--- src/hw/tanimoto_pkg.sv ---
package tanimoto_pkg;

    // Vector and count widths
    localparam int VEC_W      = 32;
    localparam int CNT_W      = 6;
    localparam int REF_NUM    = 4;
    localparam int ID_W       = 8;
    // a + b can reach 64
    localparam int THR_W      = 7;

    // Match record buffer
    localparam int FIFO_DEPTH = 8;
    localparam int FIFO_CNT_W = 4;
    localparam int PIPE_SLACK = 2;

    localparam logic [FIFO_CNT_W-1:0] FIFO_FULL    = FIFO_CNT_W'(FIFO_DEPTH);
    // Highest occupancy at which new input is still taken
    localparam logic [FIFO_CNT_W-1:0] RD_LIMIT     = FIFO_CNT_W'(FIFO_DEPTH - PIPE_SLACK - 1);
    // Compare IDs start right after the reference IDs
    localparam logic [ID_W-1:0]       FIRST_CMP_ID = ID_W'(REF_NUM);

    typedef enum logic [1:0] {
        LOAD_REF = 2'd0,
        COMPARE  = 2'd1,
        DRAIN    = 2'd2
    } run_state_e;

    typedef struct packed {
        logic [VEC_W-1:0] data;
        logic             valid;
        logic             last;
    } in_beat_t;

    typedef struct packed {
        logic [CNT_W-1:0] addr;
        logic [THR_W-1:0] data;
        logic             en;
    } thr_wr_t;

    typedef struct packed {
        logic [REF_NUM-1:0] mask;
        logic [ID_W-1:0]    cmp_id;
        logic               last;
    } match_rec_t;

    typedef struct packed {
        logic [ID_W-1:0] ref_id;
        logic [ID_W-1:0] cmp_id;
    } id_pair_t;

endpackage

--- src/hw/match_engine.sv ---
`timescale 1ns/1ps

module match_engine (
    input  logic                                clk,
    input  logic                                rstn,
    input  tanimoto_pkg::in_beat_t              i_vec,
    input  tanimoto_pkg::thr_wr_t               i_thr,
    input  logic                                i_run_done,
    input  logic [tanimoto_pkg::FIFO_CNT_W-1:0] i_fifo_count,
    output logic                                o_read,
    output tanimoto_pkg::match_rec_t            o_rec,
    output logic                                o_rec_wr
);

    tanimoto_pkg::run_state_e                 state;
    logic [$clog2(tanimoto_pkg::REF_NUM)-1:0] ref_idx;
    logic [tanimoto_pkg::ID_W-1:0]            cmp_num;

    logic [tanimoto_pkg::VEC_W-1:0] ref_vec [tanimoto_pkg::REF_NUM];
    logic [tanimoto_pkg::CNT_W-1:0] ref_cnt [tanimoto_pkg::REF_NUM];
    logic [tanimoto_pkg::THR_W-1:0] thr_tab [tanimoto_pkg::VEC_W+1];

    logic                           accept;
    logic [tanimoto_pkg::CNT_W-1:0] in_cnt;
    logic [tanimoto_pkg::CNT_W-1:0] and_cnt [tanimoto_pkg::REF_NUM];

    logic                           s1_vld;
    logic                           s1_last;
    logic [tanimoto_pkg::CNT_W-1:0] s1_b;
    logic [tanimoto_pkg::CNT_W-1:0] s1_c [tanimoto_pkg::REF_NUM];
    logic [tanimoto_pkg::ID_W-1:0]  s1_id;
    logic [tanimoto_pkg::REF_NUM-1:0] mask;

    // Leave room in the FIFO for the two records still in the pipeline
    assign o_read = (state == tanimoto_pkg::LOAD_REF) ||
                    (state == tanimoto_pkg::COMPARE && i_fifo_count <= tanimoto_pkg::RD_LIMIT);
    assign accept = i_vec.valid && o_read;

    // Shared counter gives a while loading and b while comparing
    popcount u_pop_in (
        .i_vec (i_vec.data),
        .o_cnt (in_cnt)
    );

    for (genvar k = 0; k < tanimoto_pkg::REF_NUM; k++) begin : g_and
        popcount u_pop_and (
            .i_vec (i_vec.data & ref_vec[k]),
            .o_cnt (and_cnt[k])
        );
    end

    always_ff @(posedge clk) begin
        if (!rstn) begin
            state   <= tanimoto_pkg::LOAD_REF;
            ref_idx <= '0;
            cmp_num <= '0;
        end else begin
            case (state)
                tanimoto_pkg::LOAD_REF: begin
                    if (accept) begin
                        ref_idx <= ref_idx + 1'b1;
                        // All ones means the fourth reference just arrived
                        if (ref_idx == '1) begin
                            state <= tanimoto_pkg::COMPARE;
                        end
                    end
                end
                tanimoto_pkg::COMPARE: begin
                    if (accept) begin
                        cmp_num <= cmp_num + 1'b1;
                        if (i_vec.last) begin
                            state <= tanimoto_pkg::DRAIN;
                        end
                    end
                end
                default: begin
                    if (i_run_done) begin
                        state   <= tanimoto_pkg::LOAD_REF;
                        ref_idx <= '0;
                        cmp_num <= '0;
                    end
                end
            endcase
        end
    end

    always_ff @(posedge clk) begin
        if (accept && state == tanimoto_pkg::LOAD_REF) begin
            ref_vec[ref_idx] <= i_vec.data;
            ref_cnt[ref_idx] <= in_cnt;
        end
    end

    // Host writes land in any state
    always_ff @(posedge clk) begin
        if (!rstn) begin
            for (int i = 0; i <= tanimoto_pkg::VEC_W; i++) begin
                thr_tab[i] <= '0;
            end
        end else if (i_thr.en) begin
            thr_tab[i_thr.addr] <= i_thr.data;
        end
    end

    // Stage one
    always_ff @(posedge clk) begin
        if (!rstn) begin
            s1_vld <= 1'b0;
        end else begin
            s1_vld <= accept && state == tanimoto_pkg::COMPARE;
        end
    end

    always_ff @(posedge clk) begin
        if (accept) begin
            s1_b    <= in_cnt;
            s1_c    <= and_cnt;
            s1_id   <= cmp_num + tanimoto_pkg::FIRST_CMP_ID;
            s1_last <= i_vec.last;
        end
    end

    // Stage two matches when a + b fits under the entry for c
    always_comb begin
        for (int k = 0; k < tanimoto_pkg::REF_NUM; k++) begin
            mask[k] = ({1'b0, ref_cnt[k]} + {1'b0, s1_b}) <= thr_tab[s1_c[k]];
        end
    end

    always_ff @(posedge clk) begin
        if (!rstn) begin
            o_rec_wr <= 1'b0;
        end else begin
            o_rec_wr <= s1_vld && ((|mask) || s1_last);
        end
    end

    always_ff @(posedge clk) begin
        if (s1_vld) begin
            o_rec.mask   <= mask;
            o_rec.cmp_id <= s1_id;
            o_rec.last   <= s1_last;
        end
    end

    a_thr_addr: assert property (@(posedge clk) disable iff (!rstn)
        i_thr.en |-> i_thr.addr <= tanimoto_pkg::VEC_W);

    // Holds only if the read limit covers the in-flight records
    a_no_overflow: assert property (@(posedge clk) disable iff (!rstn)
        o_rec_wr |-> i_fifo_count != tanimoto_pkg::FIFO_FULL);

endmodule

--- src/hw/match_fifo.sv ---
`timescale 1ns/1ps

module match_fifo (
    input  logic                                clk,
    input  logic                                rstn,
    input  logic                                i_wr,
    input  tanimoto_pkg::match_rec_t            i_rec,
    input  logic                                i_pop,
    output tanimoto_pkg::match_rec_t            o_rec,
    output logic                                o_nempty,
    output logic [tanimoto_pkg::FIFO_CNT_W-1:0] o_count
);

    tanimoto_pkg::match_rec_t mem [tanimoto_pkg::FIFO_DEPTH];

    // Depth is a power of two so the pointers wrap on their own
    logic [$clog2(tanimoto_pkg::FIFO_DEPTH)-1:0] wr_ptr;
    logic [$clog2(tanimoto_pkg::FIFO_DEPTH)-1:0] rd_ptr;

    always_ff @(posedge clk) begin
        if (i_wr) begin
            mem[wr_ptr] <= i_rec;
        end
    end

    always_ff @(posedge clk) begin
        if (!rstn) begin
            wr_ptr  <= '0;
            rd_ptr  <= '0;
            o_count <= '0;
        end else begin
            if (i_wr) begin
                wr_ptr <= wr_ptr + 1'b1;
            end
            if (i_pop) begin
                rd_ptr <= rd_ptr + 1'b1;
            end
            case ({i_wr, i_pop})
                2'b10:   o_count <= o_count + 1'b1;
                2'b01:   o_count <= o_count - 1'b1;
                default: o_count <= o_count;
            endcase
        end
    end

    // Head is shown without a read request
    assign o_rec    = mem[rd_ptr];
    assign o_nempty = (o_count != '0);

    a_no_write_full: assert property (@(posedge clk) disable iff (!rstn)
        i_wr |-> o_count != tanimoto_pkg::FIFO_FULL);

    a_no_pop_empty: assert property (@(posedge clk) disable iff (!rstn)
        i_pop |-> o_nempty);

endmodule

--- src/hw/pair_emitter.sv ---
`timescale 1ns/1ps

module pair_emitter (
    input  logic                     clk,
    input  logic                     rstn,
    input  tanimoto_pkg::match_rec_t i_rec,
    input  logic                     i_nempty,
    output logic                     o_pop,
    input  logic                     i_pair_read,
    output tanimoto_pkg::id_pair_t   o_pair,
    output logic                     o_pair_valid,
    output logic                     o_pair_last,
    output logic                     o_run_done
);

    logic [tanimoto_pkg::REF_NUM-1:0] work_mask;
    logic [tanimoto_pkg::REF_NUM-1:0] next_mask;
    logic                             work_vld;
    logic                             end_vld;
    logic [tanimoto_pkg::ID_W-1:0]    low_idx;

    // Lowest set bit of the working mask is the next reference
    always_comb begin
        low_idx = '0;
        for (int k = tanimoto_pkg::REF_NUM - 1; k >= 0; k--) begin
            if (work_mask[k]) begin
                low_idx = k[tanimoto_pkg::ID_W-1:0];
            end
        end
    end

    assign next_mask = work_mask & (work_mask - 1'b1);

    // A last record with an empty mask is dropped at once
    assign o_pop = work_vld && (next_mask == '0) && ((work_mask == '0) || i_pair_read);

    assign o_pair_valid = (work_vld && (work_mask != '0)) || end_vld;
    assign o_pair_last  = end_vld;
    assign o_pair       = end_vld ? '0 : {low_idx, i_rec.cmp_id};
    assign o_run_done   = end_vld && i_pair_read;

    always_ff @(posedge clk) begin
        if (!rstn) begin
            work_vld <= 1'b0;
            end_vld  <= 1'b0;
        end else if (end_vld) begin
            if (i_pair_read) begin
                end_vld <= 1'b0;
            end
        end else if (work_vld) begin
            if (o_pop) begin
                work_vld <= 1'b0;
                end_vld  <= i_rec.last;
            end
        end else if (i_nempty) begin
            work_vld <= 1'b1;
        end
    end

    always_ff @(posedge clk) begin
        if (!work_vld && !end_vld && i_nempty) begin
            work_mask <= i_rec.mask;
        end else if (work_vld && i_pair_read) begin
            work_mask <= next_mask;
        end
    end

    a_pair_stable: assert property (@(posedge clk) disable iff (!rstn)
        (o_pair_valid && !i_pair_read) |=> $stable(o_pair));

endmodule

--- src/hw/popcount.sv ---
`timescale 1ns/1ps

module popcount (
    input  logic [tanimoto_pkg::VEC_W-1:0] i_vec,
    output logic [tanimoto_pkg::CNT_W-1:0] o_cnt
);

    // Each level adds neighbouring sums, one bit wider than the level before
    logic [1:0] sum1 [tanimoto_pkg::VEC_W/2];
    logic [2:0] sum2 [tanimoto_pkg::VEC_W/4];
    logic [3:0] sum3 [tanimoto_pkg::VEC_W/8];
    logic [4:0] sum4 [tanimoto_pkg::VEC_W/16];

    for (genvar i = 0; i < tanimoto_pkg::VEC_W/2; i++) begin : g_lvl1
        assign sum1[i] = {1'b0, i_vec[2*i]} + {1'b0, i_vec[2*i+1]};
    end

    for (genvar i = 0; i < tanimoto_pkg::VEC_W/4; i++) begin : g_lvl2
        assign sum2[i] = {1'b0, sum1[2*i]} + {1'b0, sum1[2*i+1]};
    end

    for (genvar i = 0; i < tanimoto_pkg::VEC_W/8; i++) begin : g_lvl3
        assign sum3[i] = {1'b0, sum2[2*i]} + {1'b0, sum2[2*i+1]};
    end

    for (genvar i = 0; i < tanimoto_pkg::VEC_W/16; i++) begin : g_lvl4
        assign sum4[i] = {1'b0, sum3[2*i]} + {1'b0, sum3[2*i+1]};
    end

    // Root of the tree
    assign o_cnt = {1'b0, sum4[0]} + {1'b0, sum4[1]};

endmodule

--- src/hw/tanimoto_top.sv ---
`timescale 1ns/1ps

module tanimoto_top (
    input  logic                   clk,
    input  logic                   rstn,
    input  tanimoto_pkg::in_beat_t i_vec,
    input  tanimoto_pkg::thr_wr_t  i_thr,
    output logic                   o_read,
    input  logic                   i_pair_read,
    output tanimoto_pkg::id_pair_t o_pair,
    output logic                   o_pair_valid,
    output logic                   o_pair_last
);

    tanimoto_pkg::match_rec_t            eng_rec;
    logic                                eng_rec_wr;
    tanimoto_pkg::match_rec_t            head_rec;
    logic                                head_nempty;
    logic [tanimoto_pkg::FIFO_CNT_W-1:0] fifo_count;
    logic                                fifo_pop;
    logic                                run_done;

    match_engine u_match_engine (
        .clk          (clk),
        .rstn         (rstn),
        .i_vec        (i_vec),
        .i_thr        (i_thr),
        .i_run_done   (run_done),
        .i_fifo_count (fifo_count),
        .o_read       (o_read),
        .o_rec        (eng_rec),
        .o_rec_wr     (eng_rec_wr)
    );

    match_fifo u_match_fifo (
        .clk      (clk),
        .rstn     (rstn),
        .i_wr     (eng_rec_wr),
        .i_rec    (eng_rec),
        .i_pop    (fifo_pop),
        .o_rec    (head_rec),
        .o_nempty (head_nempty),
        .o_count  (fifo_count)
    );

    // Reading the run-end beat sends the engine back to loading
    pair_emitter u_pair_emitter (
        .clk          (clk),
        .rstn         (rstn),
        .i_rec        (head_rec),
        .i_nempty     (head_nempty),
        .o_pop        (fifo_pop),
        .i_pair_read  (i_pair_read),
        .o_pair       (o_pair),
        .o_pair_valid (o_pair_valid),
        .o_pair_last  (o_pair_last),
        .o_run_done   (run_done)
    );

endmodule

--- config.mk ---
export PLATFORM = sky130hd
export DESIGN_NAME = tanimoto_top
export DESIGN_NICKNAME = d
export VERILOG_FILES = /design/src/hw/tanimoto_pkg.sv /design/src/hw/match_engine.sv /design/src/hw/match_fifo.sv /design/src/hw/pair_emitter.sv /design/src/hw/popcount.sv /design/src/hw/tanimoto_top.sv
export SDC_FILE = /design/constraint.sdc
export NUM_CORES = 2
export LEC_CHECK = 0
export ABC_AREA = 1
export ABC_CLOCK_PERIOD_IN_PS = 5700
export BUFFER_PORTS_ARGS = -buffer_cell sky130_fd_sc_hd__buf_4
export CAP_MARGIN = 20
export CELL_PAD_IN_SITES_DETAIL_PLACEMENT = 1
export CELL_PAD_IN_SITES_GLOBAL_PLACEMENT = 2
export CORE_MARGIN = 10
export CORE_UTILIZATION = 39
export CTS_CLUSTER_SIZE = 25
export DETAILED_ROUTE_END_ITERATION = 16
export GPL_TIMING_DRIVEN = 0
export MAX_ROUTING_LAYER = met4
export PLACE_DENSITY = 0.81
export SLEW_MARGIN = 20
export SYNTH_ARGS = -nofsm -noshare
export SYNTH_HDL_FRONTEND = slang
export SYNTH_HIERARCHICAL = 1
export SYNTH_SLANG_ARGS = --single-unit
--- constraint.sdc ---
create_clock -name clk -period 5.7 [get_ports clk]
set_input_delay 0.285 -clock clk [delete_from_list [all_inputs] [get_ports clk]]
set_output_delay 0.285 -clock clk [all_outputs]
set_load 0.02 [all_outputs]
# == Word level (Yosys, flattened, before mapping) ==
# Memory sizes are Yosys's and may differ from the RTL's. A register that Yosys moved wholly into a read port is not among the register bits.
# Cells that the tools add are included.
# classes
reduce_logical,33
mux,43
add_sub_neg,167
n_lt_le_gt_ge,5
n_bitwise,7
eq_ne,8
# op_table
cell,count
$add A1 B1 Y2,80
$and A32 B32 Y32,4
$add A2 B2 Y3,40
$add A3 B3 Y4,20
$add A4 B4 Y5,10
$add A5 B5 Y6,5
$mux W6,5
$add A6 B6 Y7,4
$le A7 B7 Y1,4
$mux W2,10
$mux W1,16
$mux W8,2
$pmux W8 S2,1
$logic_and A1 B1 Y1,12
$mux W10,1
$add A8 B1 Y8 const B,1
$add A8 B3 Y8 const B,1
$logic_not A4 Y1,2
$mux W4,2
$pmux W2 S2,2
$pmux W4 S2,1
$reduce_bool A2 Y1,4
$reduce_bool A4 Y1,2
$sub A4 B1 Y4 const B,2
20 further kinds,32
# totals
ramBits,487
n_memories,4
out_inout_bits,19
inputBits,51
reg_bits,82
# memory_table
name,depth,width,read_ports,rd_clocked_by_memory_dff,write_ports,line_no,text
u_match_engine.thr_tab,33,7,4,4,33,match_engine.sv:21,logic [tanimoto_pkg::THR_W-1:0] thr_tab [tanimoto_pkg::VEC_W+1];
u_match_engine.ref_vec,4,32,4,0,1,match_engine.sv:19,logic [tanimoto_pkg::VEC_W-1:0] ref_vec [tanimoto_pkg::REF_NUM];
u_match_fifo.mem,8,13,1,1,1,match_fifo.sv:14,tanimoto_pkg::match_rec_t mem [tanimoto_pkg::FIFO_DEPTH];
u_match_engine.ref_cnt,4,6,4,0,1,match_engine.sv:20,logic [tanimoto_pkg::CNT_W-1:0] ref_cnt [tanimoto_pkg::REF_NUM];

# == Longest topological paths before layout ==
# depth
word_depth,8
ltp_mapped,23

# == Hierarchy ==
# The synthesis kept the hierarchy.
# modules_own_cells
module,area_each_um2,n_inst,cells_per_inst,seq_area_each_um2
match_engine,43639.4,1,5941,20339.5
match_fifo,4697.0,1,380,3383.2
popcount (u_match_engine.g_and[0].u_pop_and ...),802.0,4,89,0.0
popcount (u_match_engine.u_pop_in),869.6,1,107,0.0
pair_emitter,461.7,1,71,160.2

# == Worst setup path after synthesis ==
# OpenSTA, ideal clock, no wires.
# synth_timing
path_type,reg2reg
from,memory u_match_engine/ref_vec[2][11] (netlist name)
to,"register u_match_engine/s1_c[10] (netlist name), data pin"
path_stages_with_launch,20
arrival_time_ns,4.312
setup_slack_ns,1.130
period_less_slack_ns,4.570
path_buffers,0
setup_time_ns,0.258
path_cell_list,edfxtp_1 -> nand2_1 -> inv_1 -> inv_1 -> fa_1 -> inv_1 -> fa_1 -> fa_1 -> fa_1 -> fa_1 -> inv_1 -> fa_1 -> inv_1 -> ha_1 -> inv_1 -> fa_1 -> inv_1 -> nand3_1 -> nand3_1 -> nand2_1
# synth_lines
element,line_no,text
start: declaration,match_engine.sv:19,
end signal: assignment,match_engine.sv:117,s1_c <= and_cnt;
end: declaration,match_engine.sv:30,logic [tanimoto_pkg::CNT_W-1:0] s1_c [tanimoto_pkg::REF_NUM];

==> results.json <==
{
  "place.gp.congestion": 1.14,
  "htreeDepth": 3,
  "grt_pass1_wl_microns": 437000,
  "fmax_mhz": 197,
  "ys_seq_area_share_pct": 45.2,
  "dp_hpwl_microns": 248000,
  "synth_cell_types": 41,
  "path_cells": "nand2_1 -> inv_1 -> inv_1 -> fa_1 -> inv_1 -> fa_1 -> fa_1 -> fa_1 -> fa_1 -> inv_1 -> fa_1 -> inv_1 -> ha_1 -> inv_1 -> fa_1 -> inv_1 -> nand3_1 -> nand3_1 -> nand2_1",
  "drtPass1Iterations": 6,
  "post_cts_resized": 0,
  "grtUsageTotal_pct": 42.9,
  "cts.path.max_buffers": 3,
  "seq_power_share_pct": 19.2,
  "drive_above_1_share_pct": 8.40,
  "fin_ws_ps": 629,
  "slowest_stage": "fa_1",
  "synth.ff_latch_count": 813,
  "yosysTopAreaCell": "edfxtp_1",
  "vias": 55600,
  "hold_viol_final": 0,
  "antenna_found_initial": 29,
  "fin_crit_ps": 5070,
  "powerDensity_mw_per_mm2": 708,
  "wl_per_cell_microns": 36.4,
  "port_buffers": 63,
  "syn_to_final_growth_pct": 12.2,
  "yosys_warnings": 6,
  "reg2reg_from": "u_match_engine/ref_vec[1][11]$_DFFE_PP_",
  "slew_viol_final": 0,
  "swShare_pct": 57.2,
  "p_leak_nw": 26.5,
  "drt_iter0_drc": 8383,
  "skew_ps": 40.9,
  "viasPerCell": 6.22,
  "holdPathEnd": "u_match_engine/thr_tab[61][2]$_DFFE_PP_",
  "comb_power_share_pct": 66.0,
  "ios": 70,
  "cts_made_buffers": 95,
  "setup_viol_count_final": 0,
  "drc": 0,
  "tightest_slew_ps": 1300,
  "p_int_w": 0.0180,
  "dpl_worst_slack_ps": 531,
  "chipWidth_microns": 388,
  "cp_top_family": "adder cells",
  "start_util_pct": 39.1,
  "yosys-top-cells-area": "edfxtp_1, nand2_1, nand3_1",
  "post-route-period-util_pct": 89.0,
  "grt_max_degree": 49,
  "status": "finished, final reports clean",
  "min_path_cells": 1,
  "worstSetupPathType": "flip-flop to flip-flop",
  "ctsHoldBuffers": 38,
  "syn_avg_cell_area_sq_um": 7.71,
  "die_area_sq_mm": 0.151,
  "clock-sinks": 813,
  "crit_path_end_kind": "flip-flop",
  "crit_arrival_ps": 5570,
  "r2r_slack_ps": 630,
  "grt_overflow": 0,
  "r2r_end": "u_match_engine/s1_c[16]$_DFFE_PP_",
  "tns_ps": 0,
  "clk_latency_ps": 760,
  "fp.dieH_microns": 388,
  "synthesis.area_sq_mm": 0.0529,
  "rsz0062_at_grt": "no",
  "syn_inst": 6855,
  "clkPwrFrac_pct": 14.7,
  "yosysTopAreaCellShare_pct": 43.2,
  "post_cts.repair.setup_buffers": 0,
  "cts-root-buf": "clkbuf_16",
  "ant_nets": 0,
  "ir_drop_mv": 0.506,
  "wl_microns": 325000,
  "crit_buf_inv": 7,
  "hold_path.class": "primary input to flip-flop",
  "cap_violations": 0,
  "cts_tree": "built",
  "core_sq_mm": 0.135,
  "fp-row-count": 135,
  "grt_pass1_vias": 54100,
  "crit_fanout": 3,
  "nets": 7340,
  "start_kind": "flip-flop",
  "final_util_pct": 43.9,
  "cpPeakStageDelay_ps": 580,
  "hp-start": "i_thr[3]",
  "p_sw_w": 0.0240,
  "reg2reg_depth": 19,
  "path_clk_slew_ps": 60,
  "crit_required_ps": 6200,
  "slew_headroom_pct": 13.6,
  "finalPower_w": 0.0420
}
-- kinds of logic (layout without fill, tap and decap cells) --
family	after synthesis	count (layout)	synth area share, %
AO/OA/AOI/OAI	151	151	1.52
XOR/XNOR	29	29	0.480
adder cells (fa/ha/maj)	222	222	7.01
buffers and inverters	910	1191	8.21
flip-flops	813	813	45.2
multiplexers	13	13	0.246
other	1	28	0.00709
AND/OR/NAND/NOR	4716	4716	37.4
-- per-stage QoR --
step	hold WS (ps)	instance area, sq um	instances
2_1_floorplan	384	52900	6860
3_3_place_gp	401	55600	8704
3_5_place_dp	411	55800	8713
4_1_cts	28.3	59300	8922
5_1_grt	51.2	59300	8936
6_report	65.7	59300	8944
-- power groups by stage --
| stage | Combinational [W] | Sequential (W) | Clock (W) |
|---|---|---|---|
| CTS | 0.0262 | 0.00806 | 0.00625 |
| floorplan | 0.0143 | 0.00792 | 0 |
| global route | 0.0286 | 0.00811 | 0.00646 |
| detailed placement | 0.0261 | 0.00818 | 0 |
| global placement | 0.0254 | 0.00818 | 0 |
| finish | 0.0277 | 0.00809 | 0.00619 |
-- how the worst max path moves through the flow --
| stage | start | to | slack (ps) | cells after the start |
|---|---|---|---|---|
| after floorplan | u_match_engine/ref_vec[2][11]$_DFFE_PP_ | u_match_engine/s1_c[10]$_DFFE_PP_ | 1130 | 19 |
| after global placement | i_vec[2] | u_match_engine/ref_cnt[1][4]$_DFFE_PP_ | 640 | 16 |
| after detailed placement | i_vec[13] | u_match_engine/s1_c[16]$_DFFE_PP_ | 530 | 20 |
| after CTS | u_match_engine/ref_vec[1][17]$_DFFE_PP_ | u_match_engine/s1_c[16]$_DFFE_PP_ | 640 | 17 |
| after global routing | u_match_engine/ref_vec[1][11]$_DFFE_PP_ | flip-flop | 410 | 22 |
| final | u_match_engine/ref_vec[1][11]$_DFFE_PP_ | u_match_engine/s1_c[16]$_DFFE_PP_ | 630 | 19 |
-- worst register-to-register path, cell delays in order, from the launching register on --
cell,delay [ps]
edfxtp_1,330
nand2_1,50
inv_1,60
inv_1,60
fa_1,540
inv_1,60
fa_1,480
fa_1,580
fa_1,470
fa_1,500
inv_1,60
fa_1,450
inv_1,80
ha_1,210
inv_1,90
fa_1,470
inv_1,90
nand3_1,70
nand3_1,90
nand2_1,70
-- synthesized netlist by cell type --
master	n
or2_2	2
conb_1	1
mux2i_1	13
clkbuf_2	3
buf_8	2
xor2_1	19
nand2_2	4
inv_4	6
a31oi_1	4
a211oi_1	2
nor4_1	1
nor2_1	388
nand3_1	1572
fa_1	124
o21bai_1	4
buf_2	208
buf_1	33
xnor2_1	10
a21boi_1	2
inv_2	12
nor3_1	6
nor4b_1	1
nor3b_2	1
o22ai_1	13
clkbuf_1	76
a21o_1	1
o21ai_0	58
nand2_1	2727
nand2_4	2
nor2_2	4
edfxtp_1	760
o21ai_1	14
and3_2	1
inv_1	461
nand4_1	7
ha_1	98
buf_6	57
o21a_1	1
a21oi_1	52
dfxtp_1	53
buf_4	52
-- per-layer routing --
metal  vias to the layer above  GRT usage (%)  routed length, microns
met4                         0           29.2                   27800
li1                      22900              -                       -
met3                      1062           13.4                   40900
met5                         -              -                       0
met1                     27700           53.5                  125000
met2                      3928           59.0                  131000
-- layout by cell type, fill, tap and decap left out, types with 14 or more instances in the layout --
cell | Yosys | routed
nor2_2 | 4 | 27
buf_1 | 33 | 30
clkinv_2 | 0 | 16
diode_2 | 0 | 22
clkbuf_16 | 0 | 96
edfxtp_1 | 760 | 760
buf_6 | 57 | 59
dfxtp_1 | 53 | 53
inv_1 | 461 | 460
a21oi_1 | 52 | 52
ha_1 | 98 | 98
buf_2 | 208 | 208
nor2_1 | 388 | 361
dlygate4sd3_1 | 0 | 38
o21ai_1 | 14 | 14
fa_1 | 124 | 124
nand3_1 | 1572 | 1572
clkbuf_1 | 76 | 91
clkbuf_2 | 3 | 14
buf_4 | 52 | 116
xor2_1 | 19 | 19
o21ai_0 | 58 | 58
nand2_1 | 2727 | 2727
-- cell type report --
| type | instances | area (sq um) |
|---|---|---|
| clock inverters | 49 | 541 |
| repair buffers | 110 | 1000 |
| plain buffers | 431 | 2540 |
| well taps | 1781 | 2230 |
| fillers | 16400 | 75800 |
| flip-flops and latches | 813 | 23900 |
| multi-input cells | 5137 | 24800 |
| inverters | 479 | 1810 |
| diodes | 22 | 55.1 |
| clock buffers | 122 | 2520 |
-- registers in the layout, summed over array words and instances (netlist names), 8 cells and up, named ones only --
register,flops
u_match_engine/ref_cnt,24
u_match_engine/s1_id,8
u_match_engine/s1_c,24
u_match_fifo/mem,104
u_match_engine/thr_tab,448
u_match_engine/cmp_num,8
u_match_engine/o_rec,13
u_match_engine/ref_vec,128
No activity file was read; power rests on OpenSTA's default activity.
